[config.mk]
export PLATFORM = sky130hd
export DESIGN_NAME = strand_control
export DESIGN_NICKNAME = d
export VERILOG_FILES = /design/src/common/strand_pkg.sv /design/src/source/control_registers.sv /design/src/source/strand_pc_file.sv /design/src/source/issue_select.sv /design/src/source/strand_control.sv
export SDC_FILE = /design/constraint.sdc
export NUM_CORES = 1
export LEC_CHECK = 0
export ABC_CLOCK_PERIOD_IN_PS = 13500
export BUFFER_PORTS_ARGS = -buffer_cell sky130_fd_sc_hd__buf_4
export CORE_UTILIZATION = 30
export CTS_CLUSTER_SIZE = 30
export DETAILED_ROUTE_END_ITERATION = 6
export PLACE_DENSITY = 0.45
export SLEW_MARGIN = 5
export SYNTH_ARGS = -nofsm -noshare
export SYNTH_HDL_FRONTEND = slang
export SYNTH_HIERARCHICAL = 1
export SYNTH_SLANG_ARGS = --single-unit
[constraint.sdc]
create_clock -name clk -period 13.5 [get_ports clk]
set_input_delay 4.05 -clock clk [delete_from_list [all_inputs] [get_ports clk]]
set_output_delay 4.05 -clock clk [all_outputs]
set_load 0.05 [all_outputs]
[src/common/strand_pkg.sv]
/*
 * Shared definitions for the strand control subsystem
 * Strand and core constants, control register indices,
 * and the access, fault, rollback and issue records
 */
`default_nettype none

package strand_pkg;

	// Four hardware strands in the barrel
	localparam int NUM_STRANDS = 4;
	localparam int STRAND_BITS = 2;

	// Core number placed above the strand number in the strand ID register
	localparam logic [31 - STRAND_BITS:0] CORE_ID = '0;

	// Strand number
	typedef logic [STRAND_BITS - 1:0] strand_t;

	// Control register indices
	typedef enum logic [4:0]
	{
		CR_STRAND_ID = 5'd0,
		CR_EXCEPTION_HANDLER = 5'd1,
		CR_FAULT_ADDRESS = 5'd2,
		CR_HALT_STRAND = 5'd29,
		CR_STRAND_ENABLE = 5'd30,
		CR_HALT = 5'd31
	} cr_index_t;

	// One control register access from the execute stage
	typedef struct packed
	{
		logic read_en;
		logic write_en;
		// Strand that makes the access
		strand_t strand;
		cr_index_t index;
		logic [31:0] write_value;
	} cr_access_t;

	// Single-cycle fault pulse from writeback
	typedef struct packed
	{
		logic valid;
		strand_t strand;
		// PC of the faulting instruction
		logic [31:0] pc;
	} fault_t;

	// Branch rollback from writeback
	typedef struct packed
	{
		logic valid;
		strand_t strand;
		// Address to restart from
		logic [31:0] target;
	} rollback_t;

	// Strand chosen to issue this cycle
	typedef struct packed
	{
		logic valid;
		strand_t strand;
		logic [31:0] pc;
	} issue_t;

endpackage

`default_nettype wire

[src/source/control_registers.sv]
/*
 * Control register file
 * Read mux, register writes, strand halts and saved fault PCs
 */
`timescale 1ns/100ps
`default_nettype none

module control_registers
	import strand_pkg::*;
(
	input wire logic clk,
	input wire logic reset,

	// Access from execute, fault from writeback
	input wire cr_access_t access,
	input wire fault_t fault,

	output logic [31:0] read_value,
	output logic [NUM_STRANDS - 1:0] strand_enable,
	output logic [31:0] exception_handler
);

	// One saved fault PC per strand
	logic [31:0] saved_fault_pc [NUM_STRANDS];

	// Combinational read path
	// Zero when not reading or when the index maps to nothing
	always_comb
	begin
		read_value = '0;
		if (access.read_en)
		begin
			case (access.index)
				CR_STRAND_ID:
				begin
					// Core number above the strand number
					read_value = {CORE_ID, access.strand};
				end

				CR_EXCEPTION_HANDLER:
				begin
					read_value = exception_handler;
				end

				CR_FAULT_ADDRESS:
				begin
					// Each strand sees its own fault PC
					read_value = saved_fault_pc[access.strand];
				end

				CR_STRAND_ENABLE:
				begin
					read_value = {{(32 - NUM_STRANDS){1'b0}}, strand_enable};
				end

				default:
				begin
					read_value = '0;
				end
			endcase
		end
	end

	// Register updates
	always_ff @(posedge clk or posedge reset)
	begin
		if (reset)
		begin
			// Only strand 0 runs out of reset
			strand_enable <= NUM_STRANDS'(1);
			exception_handler <= '0;
			for (int i = 0; i < NUM_STRANDS; i++)
				saved_fault_pc[i] <= '0;
		end
		else
		begin
			if (access.write_en)
			begin
				case (access.index)
					CR_EXCEPTION_HANDLER:
						exception_handler <= access.write_value;

					// Mask comes from the low bits
					CR_STRAND_ENABLE:
						strand_enable <= access.write_value[NUM_STRANDS - 1:0];

					// Writing strand stops itself
					CR_HALT_STRAND:
						strand_enable <= strand_enable & ~(NUM_STRANDS'(1) << access.strand);

					// Stop every strand
					CR_HALT:
						strand_enable <= '0;

					default:
					begin
					end
				endcase
			end

			// Capture the PC of a faulting instruction
			if (fault.valid)
				saved_fault_pc[fault.strand] <= fault.pc;
		end
	end

endmodule

`default_nettype wire

[src/source/strand_pc_file.sv]
/*
 * Per-strand program counters
 * Advance on issue, redirected by faults and rollbacks
 */
`timescale 1ns/100ps
`default_nettype none

module strand_pc_file
	import strand_pkg::*;
(
	input wire logic clk,
	input wire logic reset,

	// Strand issued this cycle
	input wire issue_t issue,

	// Redirects from writeback
	input wire fault_t fault,
	input wire rollback_t rollback,

	// Handler address taken on a fault
	input wire logic [31:0] exception_handler,

	output logic [31:0] strand_pc [NUM_STRANDS]
);

	// One PC register per strand
	// On the same edge for the same strand a fault wins over a rollback
	// and a rollback wins over the issue advance
	always_ff @(posedge clk or posedge reset)
	begin
		if (reset)
		begin
			for (int s = 0; s < NUM_STRANDS; s++)
				strand_pc[s] <= '0;
		end
		else
		begin
			for (int s = 0; s < NUM_STRANDS; s++)
			begin
				if (fault.valid && fault.strand == strand_t'(s))
				begin
					// Handler address as it stood before this edge
					strand_pc[s] <= exception_handler;
				end
				else if (rollback.valid && rollback.strand == strand_t'(s))
				begin
					strand_pc[s] <= rollback.target;
				end
				else if (issue.valid && issue.strand == strand_t'(s))
				begin
					// Next sequential instruction
					strand_pc[s] <= strand_pc[s] + 32'd4;
				end
				// Stalled and disabled strands hold
			end
		end
	end

endmodule

`default_nettype wire

[src/source/issue_select.sv]
/*
 * Round-robin issue selector
 * Picks the next ready strand after the last issued one
 */
`timescale 1ns/100ps
`default_nettype none

module issue_select
	import strand_pkg::*;
(
	input wire logic clk,
	input wire logic reset,

	// Enable mask from the control registers
	input wire logic [NUM_STRANDS - 1:0] strand_enable,

	// External stall level per strand
	input wire logic [NUM_STRANDS - 1:0] strand_stall,

	input wire logic [31:0] strand_pc [NUM_STRANDS],

	output issue_t issue
);

	// Last strand that issued
	strand_t last_strand;

	// Strands that may issue
	logic [NUM_STRANDS - 1:0] ready;

	// Search state
	strand_t candidate;
	logic found;

	assign ready = strand_enable & ~strand_stall;

	// Walk the strands starting after the last issued one
	// First ready strand wins
	always_comb
	begin
		issue = '0;
		found = 1'b0;
		for (int i = 1; i <= NUM_STRANDS; i++)
		begin
			// Wraps naturally at the strand count
			candidate = last_strand + strand_t'(i);
			if (!found && ready[candidate])
			begin
				found = 1'b1;
				issue.strand = candidate;
				issue.pc = strand_pc[candidate];
			end
		end
		// Nothing ready means no issue
		issue.valid = found;
	end

	// Pointer moves only when something issues
	always_ff @(posedge clk or posedge reset)
	begin
		if (reset)
		begin
			// Starts on the last strand so strand 0 goes first
			last_strand <= strand_t'(NUM_STRANDS - 1);
		end
		else if (issue.valid)
		begin
			last_strand <= issue.strand;
		end
	end

endmodule

`default_nettype wire

[src/source/strand_control.sv]
/*
 * Strand control top level
 * Control registers, strand PC file and issue selector
 */
`timescale 1ns/100ps
`default_nettype none

module strand_control
	import strand_pkg::*;
(
	input wire logic clk,
	input wire logic reset,

	// Execute stage access
	input wire cr_access_t cr_access,

	// Writeback events
	input wire fault_t fault,
	input wire rollback_t rollback,

	// Per-strand stall level
	input wire logic [NUM_STRANDS - 1:0] strand_stall,

	output logic [31:0] cr_read_value,
	output logic [31:0] exception_handler,
	output logic [NUM_STRANDS - 1:0] strand_enable,
	output issue_t issue
);

	// PCs from the PC file to the selector
	logic [31:0] strand_pc [NUM_STRANDS];

	// Enable mask and handler address come from here
	control_registers i_control_registers
	(
		.clk(clk),
		.reset(reset),
		.access(cr_access),
		.fault(fault),
		.read_value(cr_read_value),
		.strand_enable(strand_enable),
		.exception_handler(exception_handler)
	);

	// PCs advance on issue and are redirected by faults and rollbacks
	strand_pc_file i_strand_pc_file
	(
		.clk(clk),
		.reset(reset),
		.issue(issue),
		.fault(fault),
		.rollback(rollback),
		.exception_handler(exception_handler),
		.strand_pc(strand_pc)
	);

	// Chooses the issuing strand
	issue_select i_issue_select
	(
		.clk(clk),
		.reset(reset),
		.strand_enable(strand_enable),
		.strand_stall(strand_stall),
		.strand_pc(strand_pc),
		.issue(issue)
	);

endmodule

`default_nettype wire

==> flow_metrics.tcl, run 1 <==
set metrics [dict create \
    start_util_pct 30.4 \
    switching_share_pct 43.3 \
    die_h_um 258 \
    hold_class "reg2reg" \
    async_flop_share_pct 100 \
    worst_pin_slew_ns 1.22 \
    nets 2308 \
    worstSetupPathType "in2out" \
    final.setup.tns_ns 0 \
    netlist-cell-type-count 78 \
    first_iter_violations 1601 \
    cts_root_buffer "clkbuf_16" \
    layout.cells.most_common_list "dfrtp_1, buf_4, mux2_2" \
    num_io_pins 220 \
    p_int_uw 2390 \
    avgViaCountPerCell 5.78 \
    p_per_area_mw_per_mm2 181 \
    pwr-share-comb_pct 40.2 \
    wl_um 77700 \
    cp-start-kind "primary input" \
    wl_per_cell_um 25.3 \
    via_count 17800 \
    power.leakage_uw 0.00935 \
    cts_buffer_depth 3 \
    synth_nets 2168 \
    clock_skew_ns 0.0217 \
    cts_setup_buffers 0 \
    relSlewSlack_pct 18.4 \
    track_usage_pct 23.0 \
    dpl.hpwl_um 57000 \
    areaGrowthSynthToFinish_pct 18.5 \
    rows 93 \
    yosys_warnings 6 \
    ys.flop_type "dfrtp_1" \
    worstPathArrival_ns 6.62 \
    worstPathRequired_ns 9.45 \
    ir_drop_mv 0.0963 \
    insertion_delay_ns 0.58 \
    cts.clk_slew.worst_paths_ns 0.06 \
    hold_viol_final 0 \
    grt_pass1_wl_um 116000 \
    outcome "completed" \
    ys_seq_elements 294 \
    cts_hold_buf 0 \
    h-tree-depth 2 \
    stdcell_area_mm2 0.0233 \
    final_common_cell "dfrtp_1" \
    die_w_um 258 \
    fin_crit_ns 10.67 \
    rsz0062_at_grt "no" \
    p_sw_uw 1820 \
    grt_max_degree 87 \
    dr.pass1.iters 6 \
    seq_area_frac_synth_pct 37.5 \
    cts_inserted_buffers 37 \
    synth_enable_flop_cells 0 \
    grt_pass1_vias 17000 \
    syn_avg_cell_area_um2 9.59 \
    crit_path_end_kind "primary output" \
    die_area_mm2 0.0665 \
    p_seq_share_pct 35.2 \
    cts_sinks 294 \
    routabilityCongestion 0.871 \
    antenna_found_initial 6 \
    utilization_pct 36.0 \
    netlist_instances 2047 \
    cp_max_fo 64 \
    netlist_area_mm2 0.0196 \
    drc 0 \
    maxSlewViolCount 0 \
    ant_nets 0 \
    grt-ovfl-total 0 \
    port_buffers 219 \
    fmax_ghz 0.0937 \
    drv_cap 0 \
    cts-resized-gates 0 \
    drive_gt1_share_pct 27.9 \
    coreArea_mm2 0.0646 \
    finalSetupViolCount 0 \
    place_area_mm2 0.0220 \
    post-route-period-util_pct 79.1 \
    clkPwrFrac_pct 24.6 \
    cts_tree "done" \
]
-- final timing paths --
| path | end | cells past startpoint | slack (ns) | start |
|---|---|---|---|---|
| setup reg to reg | i_strand_pc_file/strand_pc[95] | 10 | 8.72 | i_issue_select/last_strand[0] |
| hold reg to reg | i_control_registers/saved_fault_pc[63] | 1 | 0.50 | i_control_registers/saved_fault_pc[63] |
| hold / removal | i_control_registers/saved_fault_pc[63] | 1 | 0.50 | i_control_registers/saved_fault_pc[63] |
| max in group asynchronous | i_strand_pc_file/strand_pc[49] | 4 | 8.12 | reset |
| setup / recovery | issue[6] | 7 | 2.83 | strand_stall[0] |
| min in group asynchronous | i_strand_pc_file/strand_pc[99] | 2 | 3.47 | reset |
-- area by class of cell --
cell class	instances	area (um^2)
repair buffers	258	1940
clock buffers	50	1040
well taps	855	1070
flip-flops and latches	294	7360
multi-input cells	1585	11600
fillers	6571	41300
clock inverters	16	211
inverters	11	48.8
diodes	3	7.51
-- critical path, stage by stage --
cell and delay (ns):
buf_4 0.11, nand2b_1 0.38, mux4_2 1.12, and2b_1 0.27, a211oi_1 0.20, o221ai_1 0.19
buf_4 0.27
-- registers in the layout, indices dropped and copies added (netlist names) --
register and flops:
i_control_registers/strand_enable 4, i_control_registers/saved_fault_pc 128, i_strand_pc_file/strand_pc 128, i_control_registers/exception_handler 32, i_issue_select/last_strand 2
-- power groups by stage --
stage,Sequential [uW],Clock (uW),Combinational [uW]
floorplan,1330,0,1240
global placement,1470,0,1660
detailed placement,1480,0,1680
CTS,1470,1060,1690
global route,1510,1100,1820
finish,1480,1030,1690
-- per-layer routing --
| metal | part of all wire [%] | wire length (um) | GRT usage, % |
|---|---|---|---|
| met5 | 0.026 | 20 | 0 |
| met1 | 46 | 36000 | 33.4 |
| met4 | 2.0 | 1520 | 5.64 |
| met2 | 44 | 34400 | 35.0 |
| met3 | 7.4 | 5740 | 4.30 |
-- synth_stat cells, drive strengths merged, types with 43 or more instances --
cell type	count	area share [%]
a211oi	97	3.7
a21oi	113	2.9
buf	55	1.5
clkbuf	102	2.0
dfrtp	291	37
mux2	256	15
nand2	134	2.6
nand3	59	1.5
nand4	43	1.4
nor2	205	3.9
nor2b	48	1.5
o21ai	103	2.6
o22ai	53	1.7
xnor2	49	2.2
xor2	50	2.2
-- cell families after synthesis --
group | count (synthesis) | synth area share (%)
AO/OA/AOI/OAI | 536 | 18.1
XOR/XNOR | 99 | 4.42
adder cells (fa/ha/maj) | 4 | 0.255
buffers and inverters | 168 | 3.76
flip-flops | 294 | 37.5
multiplexers | 321 | 20.1
AND/OR/NAND/NOR | 625 | 15.9
-- through the flow --
| stage | setup slack, ns | total power [uW] | hold slack, ns | std cells |
|---|---|---|---|---|
| 2_1_floorplan | 3.34 | 2570 | 0.474 | 2047 |
| 3_5_place_dp | 2.87 | 3170 | 0.488 | 3003 |
| 3_3_place_gp | 2.97 | 3140 | 0.481 | 3003 |
| 5_1_grt | 2.60 | 4430 | 0.514 | 3071 |
| 6_report | 2.83 | 4210 | 0.498 | 3072 |
| 4_1_cts | 2.86 | 4220 | 0.501 | 3069 |
Power figures use the tool's default switching activity.
==> inputs of run 2 (changes only) <==
Settings changed: ABC_CLOCK_PERIOD_IN_PS 13500 to 10200.
Clock period 13.5 ns to 10.2 ns, I/O delays scaled along.
==> flow_metrics.tcl, run 2 (synthesized netlist as in run 1, its figures left out) <==
set metrics [dict create \
    outcome "completed" \
    nets 2306 \
    maxSlewViolCount 0 \
    insertion_delay_ns 0.57 \
    pwr-share-comb_pct 40.1 \
    cts_sinks 294 \
    wl_met2_um 34400 \
    first_iter_violations 1785 \
    track_usage_pct 23.0 \
    drc 0 \
    grt_max_degree 84 \
    final.setup.tns_ns 0 \
    worstPathRequired_ns 7.14 \
    p_per_area_mw_per_mm2 240 \
    dr.pass1.iters 6 \
    grt-ovfl-total 0 \
    areaGrowthSynthToFinish_pct 18.5 \
    cts_inserted_buffers 38 \
    num_io_pins 220 \
    crit_path_end_kind "primary output" \
    cts_tree "done" \
    drive_gt1_share_pct 27.7 \
    power.leakage_uw 0.00934 \
    avgViaCountPerCell 5.77 \
    cts_buffer_depth 3 \
    clock_skew_ns 0.0187 \
    rsz0062_at_grt "no" \
    fmax_ghz 0.116 \
    wl_um 77600 \
    wl_per_cell_um 25.3 \
    cts_hold_buf 0 \
    path_cells "buf_4 > nand2b_1 > mux4_2 > and2b_1 > a211oi_1 > o221ai_1 > buf_4" \
    cts-resized-gates 0 \
    diodes 0 \
    cts_setup_buffers 0 \
    start_util_pct 30.4 \
    top_layer_used "met5" \
    final_common_cell "dfrtp_1" \
    nFillCells 6478 \
    slowest_stage "mux4_2" \
    h-tree-depth 2 \
    drv_cap 0 \
    reg2reg_slack_ns 5.47 \
    cts.clk_slew.worst_paths_ns 0.05 \
    grt_pass1_wl_um 116000 \
    met3WireLength_um 5890 \
    reg_top3 "i_control_registers/saved_fault_pc: 128 flops, i_strand_pc_file/strand_pc: 128 flops, i_control_registers/exception_handler: 32 flops" \
    p_int_uw 3170 \
    dpl.hpwl_um 56600 \
    finalSetupViolCount 0 \
    fin_crit_ns 8.60 \
    layout.cells.most_common_list "dfrtp_1, buf_4, mux2_2" \
    ant_nets 0 \
    routabilityCongestion 0.868 \
    max_stage_delay_ns 1.08 \
    cts_root_buffer "clkbuf_16" \
    switching_share_pct 43.1 \
    antenna_found_initial 4 \
    relSlewSlack_pct 13.2 \
    wl_met1_um 35900 \
    rows 93 \
    hold_class "reg2reg" \
    die_w_um 258 \
    cp_max_fo 64 \
    coreArea_mm2 0.0646 \
    design_power_total_uw 5580 \
    grt_pass1_vias 17100 \
    p_sw_uw 2400 \
    worstSetupPathType "in2out" \
    die_h_um 258 \
    worstPathArrival_ns 5.54 \
    hold_viol_final 0 \
    p_seq_share_pct 35.3 \
    die_area_mm2 0.0665 \
    cp-start-kind "primary input" \
    clkPwrFrac_pct 24.6 \
    cpMostUsedCell "buf_4" \
    worst_pin_slew_ns 1.30 \
    ir_drop_mv 0.102 \
    via_count 17700 \
    port_buffers 219 \
    post-route-period-util_pct 84.3 \
]
## run 2: changes by cell type in the layout (fill, tap and decap cells not counted), sizes merged
cell	before	now
bufinv	3	2
diode	3	0
inv	12	11
clkinv	10	6
clkbuf	50	55
buf	258	255
## run 2: metal layers
layer  track usage [%]  vias to the layer above
met3              4.39                       82
li1                  -                     7981
met4              4.59                        6
met5                 0                        -
met1              33.7                     8904
met2              34.9                      704
## run 2: layout make-up
cell class                      count  area (um^2)  share of cell area (%)
Multi-Input combinational cell   1585        11600                    49.8
Clock inverter                     10          153                   0.656
Tap cell                          855         1070                    4.60
Inverter                           11         48.8                   0.210
Clock buffer                       55         1120                    4.83
Sequential cell                   294         7360                    31.7
Timing Repair Buffer              255         1910                    8.23
## run 2: worst max-delay path, delay by kind of cell
| kind | cells | cell delay (ns) |
|---|---|---|
| AO/OA/AOI/OAI | 2 | 0.41 |
| buffers and inverters | 2 | 0.33 |
| multiplexers | 1 | 1.08 |
| AND/OR/NAND/NOR | 2 | 0.63 |
## run 2: through the flow
stage                     setup WS, ns  cell area [um^2]  hold slack (ns)  utilization, %  std cells
after detailed placement          1.59             22000            0.487            34.0       3000
after CTS                         1.58             23300            0.499            36.0       3065
after global routing              1.40             23300            0.506            36.0       3065
after global placement            1.62             22000            0.481            34.0       3000
after floorplan                   2.02             19600            0.474               -       2047
final                             1.60             23300            0.497            36.0       3065
## run 2: path summary, 6_finish.rpt
path | from | endpoint | cells after the start
hold reg to reg | i_control_registers/saved_fault_pc[4] | i_control_registers/saved_fault_pc[4] | 1
hold / removal | i_control_registers/saved_fault_pc[4] | i_control_registers/saved_fault_pc[4] | 1
setup reg to reg | i_issue_select/last_strand[1] | i_strand_pc_file/strand_pc[95] | 11
max in group asynchronous | reset | i_control_registers/saved_fault_pc[112] | 3
setup / recovery | strand_stall[0] | issue[24] | 7
min in group asynchronous | reset | i_issue_select/last_strand[1] | 2
## run 2: power by group through the flow
stage	clock [uW]	combinational, uW	sequential (uW)
after floorplan	0	1640	1770
after global placement	0	2200	1950
after detailed placement	0	2220	1960
after CTS	1400	2240	1950
after global routing	1450	2410	2010
final	1370	2240	1970
